===== src/hw/cnn_types_pkg.sv =====
`default_nettype none

package cnn_types_pkg;

	localparam int DATA_W    = 16;
	localparam int IN_CH     = 3;
	localparam int OUT_CH    = 8;
	localparam int KERNEL    = 3;
	localparam int TAPS      = KERNEL * KERNEL;
	localparam int IMG_W     = 32;
	localparam int IMG_H     = 32;
	localparam int OUT_W     = IMG_W - KERNEL + 1;
	localparam int OUT_H     = IMG_H - KERNEL + 1;
	localparam int FRAC_BITS = 8;   // weights and pixels share one fixed point format.
	localparam int ADDR_W    = 16;

	// one channel value in signed fixed point.
	typedef logic signed [DATA_W-1:0] data_t;

	// input channel i sits in the bits starting at DATA_W*i.
	typedef logic [IN_CH-1:0][DATA_W-1:0] pixel_t;

	// output channel j sits in the bits starting at DATA_W*j.
	typedef logic [OUT_CH-1:0][DATA_W-1:0] result_t;

	// one weight word per output channel for a single window tap.
	typedef pixel_t [OUT_CH-1:0] tap_weights_t;

	typedef data_t channel_vec_t [OUT_CH];

endpackage

`default_nettype wire

===== src/hw/channel_sum.sv =====
`timescale 1ns/1ps
`default_nettype none

module channel_sum (
	input  cnn_types_pkg::data_t partials [cnn_types_pkg::TAPS],
	input  cnn_types_pkg::data_t bias,
	output cnn_types_pkg::data_t sum
);
	import cnn_types_pkg::*;

	data_t level1 [5];
	data_t level2 [2];

	// all additions wrap at DATA_W bits.
	always_comb
	begin
		for (int i = 0; i < 4; i++)
		begin
			level1[i] = partials[2*i] + partials[2*i + 1];
		end
		level1[4] = partials[TAPS-1] + bias;   // the odd tap pairs up with the bias.
		level2[0] = level1[0] + level1[1];
		level2[1] = level1[2] + level1[3];
		sum = (level2[0] + level2[1]) + level1[4];
	end

endmodule

`default_nettype wire


===== config.mk =====
export PLATFORM = sky130hd
export DESIGN_NAME = channel_sum
export DESIGN_NICKNAME = d
export VERILOG_FILES = /design/src/hw/cnn_types_pkg.sv /design/src/hw/channel_sum.sv
export SDC_FILE = /design/constraint.sdc
export NUM_CORES = 1
export LEC_CHECK = 0
export BUFFER_PORTS_ARGS = -buffer_cell sky130_fd_sc_hd__buf_4
export CAP_MARGIN = 20
export CORE_MARGIN = 10
export CORE_UTILIZATION = 36
export DETAILED_ROUTE_END_ITERATION = 16
export PLACE_DENSITY_LB_ADDON = 0.12
export REMOVE_ABC_BUFFERS = 1
export SYNTH_ARGS = -nofsm -noshare
export SYNTH_HDL_FRONTEND = slang
export SYNTH_SLANG_ARGS = --single-unit

===== constraint.sdc =====
create_clock -name vclk -period 15.21
set_input_delay 1.521 -clock vclk [all_inputs]
set_output_delay 1.521 -clock vclk [all_outputs]
set_load 0.05 [all_outputs]

== After elaboration in Yosys (flattened, before gate mapping) ==
Index checks and enable logic that the tools add are counted.
Storage, ports and cells
  flip-flop bits (word level): 0
  latch bits: 0
  RAM bits: 0
  ROM bits: 0
  input port bits: 160
  output and inout port bits: 16
  memories: 0
Operators by class
  add/sub/neg operators: 9
  multipliers: 0
  div/mod/pow operators: 0
  magnitude comparators: 0
  equal/unequal tests: 0
  shifts and indexed selects: 0
  mux-type cells: 0
  bitwise operators: 0
  reduce and logical (&&, ||, !) cells: 0
Operators with widths (number)
  $add A16 B16 Y16: 9

== Longest topological paths before layout ==
  word-level depth: 4
  mapped depth: 18
  gate-level depth less buffers: 18

== Worst setup path after synthesis ==
No wires, ideal clock.
  path kind: input to output
  from: input partials[98] (netlist bit)
  to: output sum[15]
  arrival: 6.183 ns
  setup slack: 7.506 ns
  stages on the path: 15
  cells stage by stage: fa_1 > fa_1 > fa_1 > inv_1 > fa_1 > inv_1 > fa_1 > inv_1 > fa_1 > nand2b_1 > a2111oi_4 > nor2_1 > a21oi_1 > a211oi_2 > xnor2_1
On the way
  word-level cells in the longest chain between the ends: 4
RTL lines
  start, declared: RTL line channel_sum.sv:5  | input cnn_types_pkg::data_t partials [cnn_types_pkg::TAPS],
  $add A16 B16 Y16: RTL line channel_sum.sv:19  | level1[i] = partials[2*i] + partials[2*i + 1];
  $add A16 B16 Y16: RTL line channel_sum.sv:22  | level2[0] = level1[0] + level1[1];
  $add A16 B16 Y16 (2 in a row): RTL line channel_sum.sv:24  | sum = (level2[0] + level2[1]) + level1[4];
  end, declared: RTL line channel_sum.sv:7  | output cnn_types_pkg::data_t sum
Every way passes these cells.

== Worst setup path after layout ==
  from: input partials[98] (netlist bit)
  to: output sum[13]
Same word-level chain as after synthesis.

==> flow_summary.json <==
{
  "setup_viol": 0,
  "die_area_sq_mm": 0.0148,
  "grt_util_all_layers_pct": 11.6,
  "ant_nets": 0,
  "holdPathStages": 3,
  "drtIter0Drc": 36,
  "cp_max_fo": 3,
  "wl_microns": 8490,
  "hold_path.class": "input pin to output pin",
  "synth_top_area_cell": "fa_1",
  "antennaDiodeCount": 0,
  "worst_pin_slew_ps": 289,
  "overflow": 0,
  "min_period_ps": 7590,
  "viasPerCell": 4.23,
  "hold_buffers": 0,
  "synthCells": 366,
  "ys_seq_area_share_pct": 0,
  "vias": 2854,
  "synthTopCellsByArea": "fa_1, inv_1, ha_1",
  "io_pins": 176,
  "cpMostUsedCell": "fa_1",
  "antenna_found_initial": 0,
  "core_sq_mm": 0.00991,
  "initial_core_util_pct": 37.4,
  "nFlopsAndLatches": 0,
  "postSynthAreaPerCell_sq_um": 10.1,
  "numPortBuffers": 176,
  "grt_pass1_wl_microns": 14800,
  "finalCritPeriodShare_pct": 49.9,
  "maxSlewViolCount": 0,
  "drt_pass1_iterations": 4,
  "final_hold_viol_count": 0,
  "regArea_sq_um": 0,
  "synth.cell_area_sq_mm": 0.00371,
  "worstHoldEndpoint": "sum[0]",
  "setup_ws_ps": 7620,
  "dpl.hpwl_microns": 8540,
  "fillers": 973,
  "rows": 36,
  "synth_cell_types": 29,
  "fmax_mhz": 132,
  "hold_ws_ps": 3430,
  "dp_slack_ps": 7670,
  "crit_path_end_kind": "output pin",
  "clkbuf_count": 0,
  "area_growth_pct": 40.1,
  "critPathKind": "input pin to output pin",
  "cts-resized-gates": 0,
  "postCtsSetupBuffers": 0,
  "critPathSlowestCell": "fa_1",
  "drive_above_1_share_pct": 33.8,
  "crit_path_cell_trace": "buf_4 > fa_1 > fa_1 > fa_1 > inv_1 > fa_1 > inv_1 > fa_1 > inv_1 > fa_1 > nand2b_1 > a2111oi_4 > nor2_1 > o31ai_1 > xnor2_1 > buf_4",
  "die_w_microns": 121,
  "synth_warnings": 0,
  "max-cap-violations": 0,
  "final_common_cell": "buf_4",
  "worstPathRequired_ps": 13690,
  "drc": 0,
  "critPathLaunchType": "input pin",
  "grt_max_degree": 7,
  "fin_setup_tns_ps": 0,
  "slew_headroom_pct": 80.5,
  "die_y_microns": 121,
  "grt_setup_unrepaired": "no",
  "synth.top_cell.area_share_pct": 61.5,
  "wl_per_cell_microns": 12.6,
  "num-nets-final": 837,
  "cp.arrival_ps": 6070,
  "final_cell_mix": "buf_4, inv_1, fa_1",
  "hp-start": "bias[0]",
  "gp_congestion": 0.762,
  "status": "completed",
  "max_stage_delay_ps": 570,
  "grt_pass1_vias": 3457
}
==> worst max path at each step <==
stage | start | to
2_1_floorplan | partials[98] | sum[15]
5_1_grt | partials[98] | sum[13]
4_1_cts | partials[98] | sum[13]
6_report | partials[98] | sum[13]
3_5_place_dp | partials[98] | sum[13]
3_3_place_gp | partials[98] | sum[13]
==> metal layers <==
layer	share of wire, %	vias up	global-route usage [%]
li1	-	1377	-
met1	37	1380	13.5
met2	55	97	22.0
met3	8.4	0	2.75
met4	0	0	0
met5	0	-	0
==> final cells by class <==
| class | instances | area, sq um | area share [%] |
|---|---|---|---|
| repair buffers | 176 | 1320 | 25.4 |
| inverters | 148 | 556 | 10.7 |
| multi-input cells | 218 | 3150 | 60.7 |
| well taps | 133 | 166 | 3.20 |
==> Yosys cell counts (all sizes together), types with 2 or more instances <==
| master | count |
|---|---|
| inv | 148 |
| fa | 114 |
| xnor2 | 23 |
| ha | 19 |
| nor2 | 10 |
| a21oi | 9 |
| nand3 | 6 |
| xor2 | 5 |
| a211oi | 4 |
| o21ai | 4 |
| a2111oi | 3 |
| nand2 | 3 |
| nand2b | 3 |
| o21bai | 3 |
| o211ai | 2 |
==> cell families after synthesis <==
| family | Yosys count | share of synthesized area, % |
|---|---|---|
| AOI/OAI and AO/OA | 31 | 7.15 |
| buffers and inverters | 148 | 15.0 |
| xor gates and xnor gates | 28 | 6.61 |
| and+or+nand+nor | 26 | 3.31 |
| adders and majority gates | 133 | 67.9 |
==> through the flow <==
stage / instances / util, % / cell area (sq um)
2_1_floorplan: 366 / - / 3710
4_1_cts: 675 / 52.4 / 5200
6_report: 675 / 52.4 / 5200
3_3_place_gp: 675 / 52.4 / 5200
5_1_grt: 675 / 52.4 / 5200
3_5_place_dp: 675 / 52.4 / 5200
==> critical path: cells and delay by family <==
family | cells | cell delay (ps)
buf+inv | 5 | 510
simple gates | 2 | 350
compound gates | 2 | 600
fa+ha+maj | 6 | 2950
xor+xnor | 1 | 160
Power is not shown: default switching activity piles up to over one toggle a cycle in this logic, so the estimate is an artifact.
