<file path="src/hw/cnn_types_pkg.sv">
`default_nettype none

package cnn_types_pkg;

	localparam int DATA_W    = 16;
	localparam int IN_CH     = 3;
	localparam int OUT_CH    = 8;
	localparam int KERNEL    = 3;
	localparam int TAPS      = KERNEL * KERNEL;
	localparam int IMG_W     = 32;
	localparam int IMG_H     = 32;
	localparam int OUT_W     = IMG_W - KERNEL + 1;
	localparam int OUT_H     = IMG_H - KERNEL + 1;
	localparam int FRAC_BITS = 8;   // weights and pixels share one fixed point format.
	localparam int ADDR_W    = 16;

	// one channel value in signed fixed point.
	typedef logic signed [DATA_W-1:0] data_t;

	// input channel i sits in the bits starting at DATA_W*i.
	typedef logic [IN_CH-1:0][DATA_W-1:0] pixel_t;

	// output channel j sits in the bits starting at DATA_W*j.
	typedef logic [OUT_CH-1:0][DATA_W-1:0] result_t;

	// one weight word per output channel for a single window tap.
	typedef pixel_t [OUT_CH-1:0] tap_weights_t;

	typedef data_t channel_vec_t [OUT_CH];

endpackage

`default_nettype wire
</file>
<file path="src/hw/line_window.sv">
`timescale 1ns/1ps
`default_nettype none

module line_window (
	input  logic                  clk,
	input  logic                  rst,
	input  cnn_types_pkg::pixel_t pixel,
	input  logic                  shift,
	output cnn_types_pkg::pixel_t taps [cnn_types_pkg::TAPS]
);
	import cnn_types_pkg::*;

	localparam int DELAY = IMG_W - KERNEL;

	pixel_t win [KERNEL][KERNEL];   // win[dy][dx] with dy = 0 as the oldest row.
	pixel_t row_in [KERNEL];
	pixel_t line_lo [DELAY];        // runs from the bottom row into the middle row.
	pixel_t line_hi [DELAY];        // runs from the middle row into the top row.

	assign row_in[KERNEL-1] = pixel;
	assign row_in[1]        = line_lo[DELAY-1];
	assign row_in[0]        = line_hi[DELAY-1];

	always_ff @(posedge clk or posedge rst)
	begin
		if (rst)
		begin
			for (int r = 0; r < KERNEL; r++)
			begin
				for (int c = 0; c < KERNEL; c++)
				begin
					win[r][c] <= '0;
				end
			end
		end
		else if (shift)
		begin
			for (int r = 0; r < KERNEL; r++)
			begin
				for (int c = 0; c < KERNEL - 1; c++)
				begin
					win[r][c] <= win[r][c + 1];
				end
				win[r][KERNEL-1] <= row_in[r];
			end
		end
	end

	// three window stages plus DELAY stages make exactly one image row.
	always_ff @(posedge clk)
	begin
		if (shift)
		begin
			line_lo[0] <= win[KERNEL-1][0];
			line_hi[0] <= win[1][0];
			for (int i = 1; i < DELAY; i++)
			begin
				line_lo[i] <= line_lo[i - 1];
				line_hi[i] <= line_hi[i - 1];
			end
		end
	end

	always_comb
	begin
		for (int dy = 0; dy < KERNEL; dy++)
		begin
			for (int dx = 0; dx < KERNEL; dx++)
			begin
				taps[dy*KERNEL + dx] = win[dy][dx];
			end
		end
	end

endmodule

`default_nettype wire

</file>
<file path="config.mk">
export PLATFORM = sky130hd
export DESIGN_NAME = line_window
export DESIGN_NICKNAME = d
export VERILOG_FILES = /design/src/hw/cnn_types_pkg.sv /design/src/hw/line_window.sv
export SDC_FILE = /design/constraint.sdc
export NUM_CORES = 2
export LEC_CHECK = 0
export ABC_CLOCK_PERIOD_IN_PS = 44200
export BUFFER_PORTS_ARGS = -buffer_cell sky130_fd_sc_hd__buf_4
export CORE_MARGIN = 5
export CORE_UTILIZATION = 50
export CTS_BUF_LIST = sky130_fd_sc_hd__clkbuf_2 sky130_fd_sc_hd__clkbuf_4 sky130_fd_sc_hd__clkbuf_8
export DETAILED_ROUTE_END_ITERATION = 16
export GPL_TIMING_DRIVEN = 0
export PLACE_DENSITY = 0.67
export SYNTH_ARGS = -nofsm -noshare
export SYNTH_HDL_FRONTEND = slang
export SYNTH_SLANG_ARGS = --single-unit
</file>
<file path="constraint.sdc">
create_clock -name clk -period 44.2 [get_ports clk]
set_input_delay 8.84 -clock clk [delete_from_list [all_inputs] [get_ports clk]]
set_output_delay 8.84 -clock clk [all_outputs]
set_load 0.02 [all_outputs]
</file>
[Word-level counts from Yosys, hierarchy flattened]
Memory sizes are Yosys's and may differ from the RTL's. A register that Yosys moved wholly into a read port is not among the register bits.
Index checks and enable logic that the tools add are counted.
Word-level totals
  bits in writable memories: 2784
  bits of input ports: 51
  output and inout port bits: 432
  memories kept: 2
  register bits after elaboration: 336
Memories
  line_hi: words 29, width 48, rd ports 29, clocked after Yosys merged registers in 1, write ports 29, line line_window.sv:18  | pixel_t line_hi [DELAY];
  line_lo: words 29, width 48, rd ports 29, clocked after Yosys merged registers in 1, write ports 29, line line_window.sv:17  | pixel_t line_lo [DELAY];
Cells by class
  multiplexer cells: 2
Operators by type and width (number)
  $mux W1: 2

[Logic depth before layout (Yosys ltp)]
  depth after elaboration: 2
  gate-level depth with buffers: 4
  mapped depth without buffers: 1

[Least setup slack after synthesis]
No wires, ideal clock.
  kind: input port to flip-flop
  from: input port shift
  to: register win, in the netlist taps[0]
  path slack: 34.512 ns
  path buffers: 3
  data arrival time: 9.563 ns
  setup time: 0.125 ns
  stages: 4
  cell sequence: buf_6 buf_6 buf_6 mux2_2
RTL lines
  start: declaration: line line_window.sv:8  | input logic shift,
  end signal: indexed assignment: line line_window.sv:42  | win[r][c] <= win[r][c + 1];
  end signal: indexed assignment: line line_window.sv:44  | win[r][KERNEL-1] <= row_in[r];
  end: declaration: line line_window.sv:15  | pixel_t win [KERNEL][KERNEL];
No word-level cell between the ends.

==> reports/results.ini <==
[run_status]
status=finished clean

[critical_path]
r2r_end=taps[257]
endpoint=line_hi[27][47]
reg2reg_depth=1
regToRegSetupSlack_ns=43.13
worst_setup_path_start_kind=input port
crit_chain=buf_16, buf_16, buf_16, buf_16, buf_16, buf_16, buf_16
path_class=in -> reg
worstPathRequired_ns=44.87
crit_slowest_cell=buf_16
r2r_start=taps[209]
worstSetupStartpoint=shift
endpoint_kind=flip-flop
cp_slowest_stage_delay_ns=0.64
path_max_fanout=194
path_common_cell=buf_16
worstPathArrival_ns=13.52

[global_routing]
grt-ovfl-total=0
first_global_vias=37900
track_usage_pct=12.1
grt_max_degree=195
antenna_found_initial=3
grt_pass1_wl_mm=204

[cts]
cts.htree.levels=5
ctsHoldBuffers=0
cts_setup_buffers=0
root_buffer=clkbuf_8
cts_buffers=494
clockBufferDepth=4
cts_sinks=3216
cts_resized=0
cts_tree=built
clk_latency_ns=1.07
cts.clk_slew.worst_paths_ns=0.06

[run]
max_cap_viol_count=0

[final_layout]
stdcell_count=7745
mostFrequentLayoutCell=edfxtp_1
nNetsFinal=4745
final_area_um2=117000
final_util_pct=58.8
most-common-layout-cells=edfxtp_1 (2784), clkbuf_8 (533), buf_4 (481)
syn2layout_area_growth_pct=17.4
drive_gt1_share_pct=35.1

[floorplan]
die_w_um=457
ioPinCount=483
start_util_pct=50.1
die_h_um=457
dieArea_um2=209000
core_area_um2=199000
row_count=164

[placed_design]
dpl_cell_area_um2=107000
dp_slack_ns=30.09
port_buffers=482
place.gp.congestion=0.775
dp.cells=6854
dp_hpwl_mm=68.6

[route]
dr_total_vias=36600
drt-initial-drc-count=2545
postRouteAntennaNets=0
wl_mm=129
remaining_drc_errors=0
wl_per_cell_um=16.6
routed_via_density=4.73
dr.pass1.iters=4

[sta]
hold_violations=0
setup_viol=0
setup_ws_ns=31.35
setup_tns_ns=0
period_share_pct=29.1
finalClockSkew_ns=0.0637
slew_violations=0
fmax_ghz=0.0778
min_period_ns=12.85
slew-limit-headroom_pct=32.2
worst_slew_pin_slew_ns=1.02
rsz0062_at_grt=false
timing.hold.ws_ns=0.358

[power]
p_leak_nw=42.2
powerDensity_nw_per_um2=54.2
ir_worst_vdd_mv=0.0359
power_mw=6.35

[synth]
seq_area_frac_synth_pct=94.6
synth_fp_nets=3748
syn-cell-area_um2=99800
yosysTopAreaCellShare_pct=83.8
ys_warn_count=0
synthCells=3697
syn_avg_cell_area_um2=27.0
synth_top_cell_by_area=edfxtp_1
ys_seq_elements=3216
synth_area_leaders=edfxtp_1 (84%), dfrtp_1 (11%), mux2_2 (4.9%)
ys_types=6

[worst_hold_path]
hp-class=reg -> reg

## critical path, delay by kind of cell
family,cells,cell delay (ns)
buffers and inverters,7,3.85
## cell families (layout without fill, tap and decap cells)
| group | count (synthesis) | in the layout | share of synthesized area, % |
|---|---|---|---|
| buffers and inverters | 49 | 1436 | 0.514 |
| flip-flops | 3216 | 3216 | 94.6 |
| multiplexers | 432 | 432 | 4.87 |
| other | 0 | 5 | 0 |
## where the power goes
part	internal [mW]	total [mW]	switching (mW)
clock	1.35	2.39	1.04
sequential	3.55	3.64	0.0896
combinational	0.132	0.320	0.188
total	5.03	6.35	1.32
## how the worst min path moves through the flow
| stage | startpoint | to | slack, ns | cells past startpoint |
|---|---|---|---|---|
| after floorplan | line_hi[9][0] | line_hi[10][0] | 0.40 | 0 |
| after global placement | line_lo[23][23] | line_lo[24][23] | 0.40 | 0 |
| after detailed placement | line_hi[9][13] | line_hi[10][13] | 0.40 | 0 |
| after CTS | line_hi[3][34] | line_hi[4][34] | 0.35 | 0 |
| after global routing | line_hi[12][3] | line_hi[13][3] | 0.37 | 0 |
| final | line_lo[27][42] | line_lo[28][42] | 0.36 | 0 |
## cell usage after synthesis (all sizes together)
cell type	count
inv	1
dfrtp	432
edfxtp	2784
buf	48
mux2	432
## state kept, by name (all words and copies together), names as in the netlist
register / flops
line_hi: 1392
line_lo: 1392
taps: 432
## routing by layer
metal,GRT usage [%],part of all wire (%),vias up
li1,-,-,16800
met1,14.6,40,18600
met2,19.8,50,910
met3,3.84,6.1,361
met4,6.36,4.1,0
met5,0,0,-
## layout make-up
cell class / count / area [µm²]
diodes: 5 / 12.5
well taps: 2656 / 3320
inverters: 1 / 11.3
clock buffers: 730 / 8810
plain buffers: 48 / 509
repair buffers: 501 / 4160
fillers: 14000 / 82100
flip-flops and latches: 3216 / 94400
clock inverters: 156 / 1060
multi-input cells: 432 / 4860
Power figures use the tool's default switching activity.
