[config.mk]
export PLATFORM = sky130hd
export DESIGN_NAME = coef_loader
export DESIGN_NICKNAME = d
export VERILOG_FILES = /design/src/hw/cnn_types_pkg.sv /design/src/hw/frame_ctrl_pkg.sv /design/src/hw/coef_loader.sv
export SDC_FILE = /design/constraint.sdc
export NUM_CORES = 1
export LEC_CHECK = 0
export ABC_AREA = 1
export BUFFER_PORTS_ARGS = -buffer_cell sky130_fd_sc_hd__buf_2
export CAP_MARGIN = 20
export CELL_PAD_IN_SITES_DETAIL_PLACEMENT = 0
export CELL_PAD_IN_SITES_GLOBAL_PLACEMENT = 1
export CORE_AREA = 2 2 120 122
export DETAILED_ROUTE_END_ITERATION = 10
export DIE_AREA = 0 0 122 124
export PLACE_DENSITY = 0.71
export SLEW_MARGIN = 10
export SYNTH_ARGS = -nofsm -noshare
export SYNTH_HDL_FRONTEND = slang
export SYNTH_SLANG_ARGS = --single-unit
[constraint.sdc]
create_clock -name clk -period 3.2 [get_ports clk]
set_input_delay 0.64 -clock clk [delete_from_list [all_inputs] [get_ports clk]]
set_output_delay 0.64 -clock clk [all_outputs]
set_load 0.02 [all_outputs]
[src/hw/cnn_types_pkg.sv]
`default_nettype none

package cnn_types_pkg;

	localparam int DATA_W    = 16;
	localparam int IN_CH     = 3;
	localparam int OUT_CH    = 8;
	localparam int KERNEL    = 3;
	localparam int TAPS      = KERNEL * KERNEL;
	localparam int IMG_W     = 32;
	localparam int IMG_H     = 32;
	localparam int OUT_W     = IMG_W - KERNEL + 1;
	localparam int OUT_H     = IMG_H - KERNEL + 1;
	localparam int FRAC_BITS = 8;   // weights and pixels share one fixed point format.
	localparam int ADDR_W    = 16;

	// one channel value in signed fixed point.
	typedef logic signed [DATA_W-1:0] data_t;

	// input channel i sits in the bits starting at DATA_W*i.
	typedef logic [IN_CH-1:0][DATA_W-1:0] pixel_t;

	// output channel j sits in the bits starting at DATA_W*j.
	typedef logic [OUT_CH-1:0][DATA_W-1:0] result_t;

	// one weight word per output channel for a single window tap.
	typedef pixel_t [OUT_CH-1:0] tap_weights_t;

	typedef data_t channel_vec_t [OUT_CH];

endpackage

`default_nettype wire
[src/hw/frame_ctrl_pkg.sv]
`default_nettype none

package frame_ctrl_pkg;

	typedef enum logic [1:0]
	{
		IDLE,
		STREAM,
		DRAIN
	} frame_state_e;

	typedef enum logic [1:0]
	{
		LOAD_IDLE,
		LOAD_RUN,
		LOAD_HOLD
	} load_state_e;

	localparam int WEIGHT_WORDS = cnn_types_pkg::TAPS * cnn_types_pkg::OUT_CH;
	localparam int BIAS_WORDS   = cnn_types_pkg::OUT_CH;
	localparam int FRAME_PIXELS = cnn_types_pkg::IMG_W * cnn_types_pkg::IMG_H;

endpackage

`default_nettype wire

[src/hw/coef_loader.sv]
`timescale 1ns/1ps
`default_nettype none

module coef_loader #(
	parameter int WORDS = 8,
	parameter int WIDTH = 16
) (
	input  logic                             clk,
	input  logic                             rst,
	input  logic                             store_done,
	input  logic [WIDTH-1:0]                 data,
	output logic [cnn_types_pkg::ADDR_W-1:0] read_addr,
	output logic                             read_signal,
	output logic [WIDTH-1:0]                 coefs [WORDS]
);
	import cnn_types_pkg::*;
	import frame_ctrl_pkg::*;

	localparam int LAST = WORDS - 1;
	localparam logic [ADDR_W-1:0] LAST_ADDR = ADDR_W'(LAST);

	load_state_e state;
	logic        shift_en;   // the word for the previous address is on data.

	always_ff @(posedge clk or posedge rst)
	begin
		if (rst)
		begin
			state     <= LOAD_IDLE;
			read_addr <= '0;
		end
		else
		begin
			case (state)
				LOAD_IDLE, LOAD_HOLD:
				begin
					read_addr <= '0;
					if (store_done)
					begin
						state <= LOAD_RUN;   // a new pulse in hold reloads everything.
					end
				end
				LOAD_RUN:
				begin
					if (read_addr == LAST_ADDR)
					begin
						state     <= LOAD_HOLD;
						read_addr <= '0;
					end
					else
					begin
						read_addr <= read_addr + 1'b1;
					end
				end
				default:
				begin
					state     <= LOAD_IDLE;
					read_addr <= '0;
				end
			endcase
		end
	end

	assign read_signal = (state == LOAD_RUN);

	always_ff @(posedge clk or posedge rst)
	begin
		if (rst)
		begin
			shift_en <= 1'b0;
		end
		else
		begin
			shift_en <= read_signal;
		end
	end

	// words enter at the top, so word k ends up at index k after the last shift.
	always_ff @(posedge clk)
	begin
		if (shift_en)
		begin
			for (int i = 0; i < LAST; i++)
			begin
				coefs[i] <= coefs[i + 1];
			end
			coefs[LAST] <= data;
		end
	end

endmodule

`default_nettype wire

[Yosys cells after proc, flatten, opt, wreduce, memory -nomap -nowiden]
Index checks and enable logic that the tools add are counted.
Storage, ports and cells
  flip-flop bits (word level): 147
  input port bits: 19
  output and inout bits: 145
  logic and storage cells: 25
Cells by class
  add/subtract/negate cells: 1
  equality and inequality tests: 5
  mux-type cells: 5
  reductions and logical operators: 3
Operators with widths (number)
  $mux W16: 2
  $add A16 B1 Y16 const B: 1
  $eq A16 B3 Y1 const B: 1
  $mux W2: 2
  $pmux W2 S2: 1
  $eq A2 B1 Y1 const B: 1
  $eq A2 B2 Y1 const B: 1
  $logic_not A2 Y1: 1
  $ne A2 B1 Y1 const B: 1
  $ne A2 B2 Y1 const B: 1
  $reduce_and A2 Y1: 1
  $reduce_or A2 Y1: 1

[Longest topological paths before layout]
Gate-level depths: netlist of run 1.
  word-level depth: 4
  depth in mapped cells: 8
  depth with buffers taken out: 8

[Worst setup path before layout of run 1]
No wires, ideal clock.
  path kind: reg2reg
  from: register shift_en
  to: register coefs[0] in the netlist's numbering (enable)
  setup time: 0.487 ns
  arrival time: 2.885 ns
  required time: 2.713 ns
  setup slack: -0.172 ns
  stages on the path, launching flop included: 1
  path buffers: 0
  period minus slack after synthesis: 3.372 ns
  path through: dfrtp_1
RTL lines
  start, declared: RTL line coef_loader.sv:23  | logic shift_en;
  start signal, assigned: RTL line coef_loader.sv:74  | shift_en <= read_signal;
  end signal, assigned by index: RTL line coef_loader.sv:85  | coefs[i] <= coefs[i + 1];
  end signal, assigned by index: RTL line coef_loader.sv:87  | coefs[LAST] <= data;
  end, declared: RTL line coef_loader.sv:14  | output logic [WIDTH-1:0] coefs [WORDS]
No word-level cell between the ends.

[Final worst setup path of run 1]
  from: register state[1]
  to: output read_signal
Between the ends
  word-level cells in the longest chain between the ends: 1
Ends and longest elaborated chain
  start, declared: RTL line coef_loader.sv:22  | load_state_e state;
  start signal, assigned: RTL line coef_loader.sv:29  | state <= LOAD_IDLE;
  start signal, assigned: RTL line coef_loader.sv:40  | state <= LOAD_RUN;
  start signal, assigned: RTL line coef_loader.sv:47  | state <= LOAD_HOLD;
  $eq A2 B1 Y1: RTL line coef_loader.sv:64  | assign read_signal = (state == LOAD_RUN);
  end, declared: RTL line coef_loader.sv:13  | output logic read_signal,
No other way between the ends.

==> impl_metrics.csv, run 1 <==
group,metric,value,unit
detailed_routing,finalWirelength,9.78,mm
clock_tree,post_cts.resized_instances,0,
floorplan,start_util,35.4,%
timing,rsz0062_at_grt,"false",
timing,tightest_slew,0.742,ns
global_routing,grt_start_max_net_pins,61,
placement,detailed_placer_s_ending_hpwl,7.11,mm
pwr,power.leakage,2.71,nW
timing,share_of_the_cycle_needed_by_the_critical_path_after_routing,59.3,%
synthesis,instance_count_of_the_mapped_netlist,266,
synthesis,synth_cell_type_count,18,
final_layout,postLayoutCellArea,6500,sq um
synthesis,postSynthNetCount,286,
final_layout,seq_area,4320,sq um
global_routing,global_route_wire_length_before_repair,13.9,mm
floorplan,die-width,122,um
critical_path,timing.critical_path.from_type,"flop",
timing,skew,0.00828,ns
clock_tree,num_clock_sinks,147,
clock_tree,h-tree-depth,4,
placement,port_buffers,163,
clock_tree,register_clock_pin_slew_on_the_reported_worst_setup_and_hold_paths,0.06,ns
placement,globalplace.congestion,0.850,
critical_path,critPathArrivalTime,1.26,ns
final_layout,num_antenna_cells,0,
detailed_routing,drtIter0Drc,195,
detailed_routing,routed_via_count,2773,
detailed_routing,viasPerCell,4.32,
timing,maxSlewViolCount,0,
final_layout,post_route_cells_drive_above_1_share,43.1,%
detailed_routing,route.detailed.drc,0,
final_layout,area_growth,33.9,%
synthesis,synth_sequential_area_ratio,88.9,%
critical_path,critical_path_rt,2.56,ns
timing,finalHoldViolCount,0,
critical_path,crit_path_end_kind,"primary output",
detailed_routing,first_pass_iters,4,
floorplan,core_area,13700,sq um
final_layout,multi_input_area,473,sq um
global_routing,grt_pass1_vias,2620,
synthesis,syn_area_per_cell,18.3,sq um
critical_path,critical_path_class,"flop to primary output",
clock_tree,clock_path_buffers,2,
synthesis,postSynthRegisterBits,147,
critical_path,worstPathMaxFanout,4,
global_routing,grt_antenna_before_repair,0,
clock_tree,tritoncts,"built",
detailed_routing,postRouteAntennaNets,0,
clock_tree,clock_tree.root_cell,"clkbuf_16",
job,drv_cap,0,
final_layout,n_fill_cell,1213,
floorplan,std_cell_rows,43,
timing,timing.fmax,527,MHz
clock_tree,clock_latency,0.41,ns
clock_tree,cts_setup_buffers,0,
timing,setup-tns-final,0,ns
timing,setup_viol_count_final,0,
floorplan,floorplan.die_area,15100,sq um
detailed_routing,route.detailed.wl_per_inst,15.2,um
clock_tree,cts_hold_buf,0,
floorplan,ios,164,
floorplan,fp.dieH,124,um
global_routing,groute.usage.overall,12.7,%
final_layout,number_of_nets_in_the_layout,469,
timing,max_slew_headroom,50.5,%
placement,placed_area,5920,sq um
timing,period_minus_slack,1.90,ns
synthesis,syn_area,4860,sq um
pwr,power_density,1240,nW/um^2
clock_tree,tritoncts.num_buffers,17,
worst_hold_path,timing.hold.worst.class,"primary input to asynchronous set/reset pin",
outcome,outcome,"finished clean",
pwr,vdd.ir_drop.worst,0.511,mV
global_routing,grt-ovfl-total,0,
synthesis,ys_warnings,0,
## layer usage
metal / up-vias / track usage, % / part of all wire, %
li1: 1326 / - / -
met2: 103 / 18.6 / 49
met4: 0 / 7.26 / 2.4
met5: - / 0 / 0
met3: 17 / 4.44 / 6.0
met1: 1327 / 16.3 / 42
## critical path: stages, from the launching register on
cell and delay (ns):
dfrtp_1 0.38, nor2_1 0.25, buf_2 0.22
## layout make-up
type	count	share of cell area (%)
Sequential cell	147	66.5
Inverter	16	0.924
Timing Repair Buffer	165	13.0
Tap cell	180	3.46
Clock inverter	15	2.35
Multi-Input combinational cell	102	7.27
Clock buffer	17	6.54
## Yosys cell counts
library cell	number	share of area, %
xnor2_1	2	0.36
inv_1	16	1.2
ha_1	1	0.26
nand4_1	7	0.90
o21ai_1	1	0.10
nor3_1	4	0.41
nand3b_1	1	0.15
xor2_1	3	0.54
buf_2	1	0.10
o21ai_0	1	0.10
nor2_2	2	0.26
edfxtp_1	128	79
nand2_2	2	0.26
dfrtp_1	19	9.8
nor2_1	34	2.6
nand3_1	8	0.82
nand2_1	35	2.7
nor2_4	1	0.23
## sequential cells by signal (all words and copies together), names as in the netlist
name	count
coefs	128
read_addr	16
state	2
shift_en	1
## placed cells by master, fill, tap and decap left out, types with 3 or more instances in the layout
cell          n
nand2_1      35
nor2_1       34
nor3_1        4
clkinvlp_4    3
clkinv_1      4
inv_1        16
inv_6         4
nand3_1       8
clkbuf_16    17
edfxtp_1    128
xor2_1        3
buf_2       163
dfrtp_1      18
nand4_1       7
## logic make-up (layout without fill, tap and decap cells)
group / after synthesis / in the layout / synth area share [%]
DFF: 147 / 147 / 88.9
and+or+nand+nor: 94 / 94 / 8.37
buffers and inverters: 17 / 213 / 1.34
xor gates and xnor gates: 5 / 5 / 0.902
AOI/OAI and AO/OA: 2 / 2 / 0.206
adders and majority gates: 1 / 1 / 0.258
## final timing paths
path	startpoint	slack, ns	cells past startpoint	to
hold reg to reg	coefs[73]	0.44	0	coefs[89]
min in group clk	data[7]	0.40	1	coefs[7]
max in group asynchronous	rst	2.30	2	shift_en
setup / recovery	state[1]	1.30	2	read_signal
setup reg to reg	shift_en	1.65	1	coefs[111]
hold / removal	rst	0.35	2	read_addr[5]
## stage by stage
stage                     utilization [%]  hold slack (ns)  instances  setup WS, ns  power [mW]
after global routing                 47.4            0.381        642          1.18        8.45
after CTS                            47.4            0.362        642          1.25        8.17
after detailed placement             43.2            0.428        610          1.62        6.24
final                                47.4            0.354        642          1.30        8.05
after global placement               43.2            0.427        610          1.65        6.19
after floorplan                         -            0.479        266          1.05        5.16
## where the power goes
| part | switching, mW | total (mW) | leakage [nW] | internal [mW] |
|---|---|---|---|---|
| sequential | 0.510 | 3.86 | 1.55 | 3.35 |
| combinational | 1.68 | 2.29 | 0.890 | 0.609 |
| clock | 0.760 | 1.91 | 0.273 | 1.15 |
| total | 2.95 | 8.05 | 2.71 | 5.11 |
No activity file was read; power rests on OpenSTA's default activity.
==> inputs of run 2 (changes only) <==
--- a/config.mk
+++ b/config.mk
@@ -5,15 +5,15 @@
 export SDC_FILE = /design/constraint.sdc
 export NUM_CORES = 1
 export LEC_CHECK = 0
-export ABC_AREA = 1
+export ABC_AREA = 0
 export BUFFER_PORTS_ARGS = -buffer_cell sky130_fd_sc_hd__buf_2
 export CAP_MARGIN = 20
 export CELL_PAD_IN_SITES_DETAIL_PLACEMENT = 0
 export CELL_PAD_IN_SITES_GLOBAL_PLACEMENT = 1
-export CORE_AREA = 2 2 120 122
+export CORE_AREA = 2 2 113 115
 export DETAILED_ROUTE_END_ITERATION = 10
-export DIE_AREA = 0 0 122 124
-export PLACE_DENSITY = 0.71
+export DIE_AREA = 0 0 115 117
+export PLACE_DENSITY = 0.73
 export SLEW_MARGIN = 10
 export SYNTH_ARGS = -nofsm -noshare
 export SYNTH_HDL_FRONTEND = slang
==> constraint.sdc (replaced) <==
create_clock -name clk -period 1.8 [get_ports clk]
set_input_delay 0.36 -clock clk [delete_from_list [all_inputs] [get_ports clk]]
set_output_delay 0.36 -clock clk [all_outputs]
set_load 0.02 [all_outputs]
==> run 2 against run 1 <==
Effect of this change: combinational power increased by 83%; via count decreased by 4.9%; first-iteration DRC count increased by 6.7%.
==> impl_metrics.csv, run 2 <==
group,metric,value,unit
outcome,outcome,"finished clean",
critical_path,cells_along_the_critical_path,"inv_1 -> nor2_1 -> buf_2",
clock_tree,h-tree-depth,4,
detailed_routing,first_pass_iters,7,
synthesis,synth_top_area_share,80.8,%
critical_path,slowest_delay,0.34,ns
synthesis,ys_warnings,0,
global_routing,groute.usage.overall,13.9,%
synthesis,syn_area,4750,sq um
placement,port_buffers,163,
synthesis,postSynthRegisterBits,147,
floorplan,floorplan.die_area,13500,sq um
critical_path,timing.critical_path.from_type,"flop",
final_layout,post_route_cells_drive_above_1_share,48.8,%
floorplan,std_cell_rows,41,
synthesis,yosys.cell_count.top_type,"edfxtp_1",
clock_tree,cts_setup_buffers,0,
global_routing,grt_start_max_net_pins,46,
global_routing,grt_antenna_before_repair,0,
synthesis,syn_area_per_cell,21.7,sq um
pwr,vdd.ir_drop.worst,0.858,mV
critical_path,timing.critical_path.buf_inv,2,
final_layout,layout.cells.most_common_list,"buf_2 (163), edfxtp_1 (128), dfrtp_1 (18)",
final_layout,area_growth,36.3,%
global_routing,grt_use_met3,5.10,%
synthesis,synthFlopType,"edfxtp_1",
timing,timing.fmax,610,MHz
final_layout,final_cells,568,
timing,rsz0062_at_grt,"false",
final_layout,mostFrequentLayoutCell,"buf_2",
timing,postLayoutSetupSlackWorst,0.160,ns
final_layout,top_register,"coefs",
timing,setup-tns-final,0,ns
global_routing,groute.layer.met2.usage,22.2,%
critical_path,worstPathMaxFanout,4,
floorplan,die-width,115,um
clock_tree,clock_tree.root_cell,"clkbuf_16",
placement,place_inst,535,
critical_path,path_delay_family,"flip-flops",
clock_tree,tritoncts.num_buffers,17,
synthesis,instance_count_of_the_mapped_netlist,219,
synthesis,synth_common_cells,"edfxtp_1 (128), dfrtp_1 (19), nor2_1 (15)",
timing,max_slew_headroom,75.2,%
detailed_routing,route.detailed.drc,0,
synthesis,synth_edf_count,128,
critical_path,cp_slowest_cell,"dfrtp_1",
global_routing,grt-ovfl-total,0,
detailed_routing,viasPerCell,4.64,
global_routing,global_route_wire_length_before_repair,13.5,mm
detailed_routing,routed_via_count,2636,
critical_path,critPathArrivalTime,1.28,ns
pwr,power_density,2270,nW/um^2
synthesis,synth_cell_type_count,23,
clock_tree,clock_latency,0.42,ns
final_layout,reg_top3,"coefs: 128 flops, read_addr: 16 flops, state: 2 flops",
synthesis,synth_sequential_area_ratio,90.8,%
floorplan,core_area,12300,sq um
placement,dp_worst_setup_slack,0.292,ns
clock_tree,post_cts.resized_instances,0,
timing,skew,0.0113,ns
clock_tree,register_clock_pin_slew_on_the_reported_worst_setup_and_hold_paths,0.06,ns
detailed_routing,finalWirelength,9.30,mm
floorplan,ios,164,
global_routing,grtUsageMet1,16.2,%
placement,detailed_placer_s_ending_hpwl,6.50,mm
final_layout,max_reg_flops,128,
synthesis,postSynthNetCount,239,
timing,period_minus_slack,1.64,ns
detailed_routing,drtIter0Drc,208,
detailed_routing,route.detailed.wl_per_inst,16.4,um
critical_path,critical_path_rt,1.44,ns
job,drv_cap,0,
final_layout,num_antenna_cells,0,
floorplan,fp.dieH,117,um
worst_hold_path,timing.hold.worst.class,"primary input to flop",
timing,finalHoldViolCount,0,
synthesis,netlist_top_cells_area,"edfxtp_1 (81%), dfrtp_1 (10%), xnor2_1 (1.3%)",
global_routing,grt_pass1_vias,2492,
critical_path,critical_path_class,"flop to primary output",
timing,tightest_slew,0.372,ns
clock_tree,tritoncts,"built",
placement,globalplace.congestion,0.821,
global_routing,top_usage_layer,"met2",
detailed_routing,postRouteAntennaNets,0,
timing,share_of_the_cycle_needed_by_the_critical_path_after_routing,91.1,%
synthesis,netlist.top_cell.by_area,"edfxtp_1",
critical_path,crit_path_end_kind,"primary output",
timing,maxSlewViolCount,0,
floorplan,start_util,38.6,%
pwr,power.leakage,2.72,nW
clock_tree,num_clock_sinks,147,
synthesis,fraction_of_registers_with_async_set_reset,12.9,%
final_layout,number_of_nets_in_the_layout,425,
timing,setup_viol_count_final,0,
clock_tree,clock_path_buffers,2,
-- run 2: final timing paths --
kind | from | end | slack (ns) | cells after the start
max | state[0] | read_signal | 0.16 | 3
min | data[12] | coefs[12] | 0.11 | 1
max reg2reg | read_addr[0] | read_addr[10] | 0.28 | 6
min reg2reg | coefs[58] | coefs[74] | 0.44 | 0
max in group asynchronous | rst | shift_en | 1.06 | 4
min in group asynchronous | rst | read_addr[13] | 0.51 | 4
-- run 2: cell type report --
class / instances / area [sq um]
sequential: 147 / 4320
tap: 150 / 188
clock buffer: 17 / 425
timing repair buffer: 170 / 908
clock inverter: 15 / 224
inverter: 3 / 11.3
multi-input combinational: 66 / 403
fill: 1014 / 5830
-- run 2: cell families (layout without fill, tap and decap cells) --
logic type,after synthesis,count (layout),synth area share [%]
simple gates,46,46,5.26
buf+inv,6,205,0.684
compound gates,8,8,0.921
fa+ha+maj,1,1,0.263
xor+xnor,11,11,2.03
flops,147,147,90.8
-- run 2: metrics by stage --
stage | total power [mW] | hold slack (ns) | cell area (sq um) | utilization (%)
global placement | 10.9 | 0.389 | 5820 | 47.3
CTS | 14.9 | 0.0917 | 6480 | 52.7
floorplan | 9.05 | 0.311 | 4760 | -
finish | 14.7 | 0.114 | 6480 | 52.7
global route | 15.4 | 0.0943 | 6480 | 52.7
detailed placement | 11.0 | 0.393 | 5820 | 47.3
-- run 2: power breakdown --
part | leakage [nW] | switching, mW | internal, mW
registers | 1.56 | 0.787 | 5.90
clock network | 0.322 | 1.36 | 2.47
logic | 0.846 | 3.02 | 1.17
total | 2.72 | 5.17 | 9.55
-- run 2: metal layers --
metal / routed length (um) / up-vias
met5: 0 / -
met4: 311 / 0
met3: 555 / 24
met2: 4670 / 118
met1: 3760 / 1276
li1: - / 1218
-- run 2: timing repair --
item	in CTS	in global routing
endpoints found under the setup margin	0	0
endpoints found under the hold margin	19	0
hold buffers	1	0
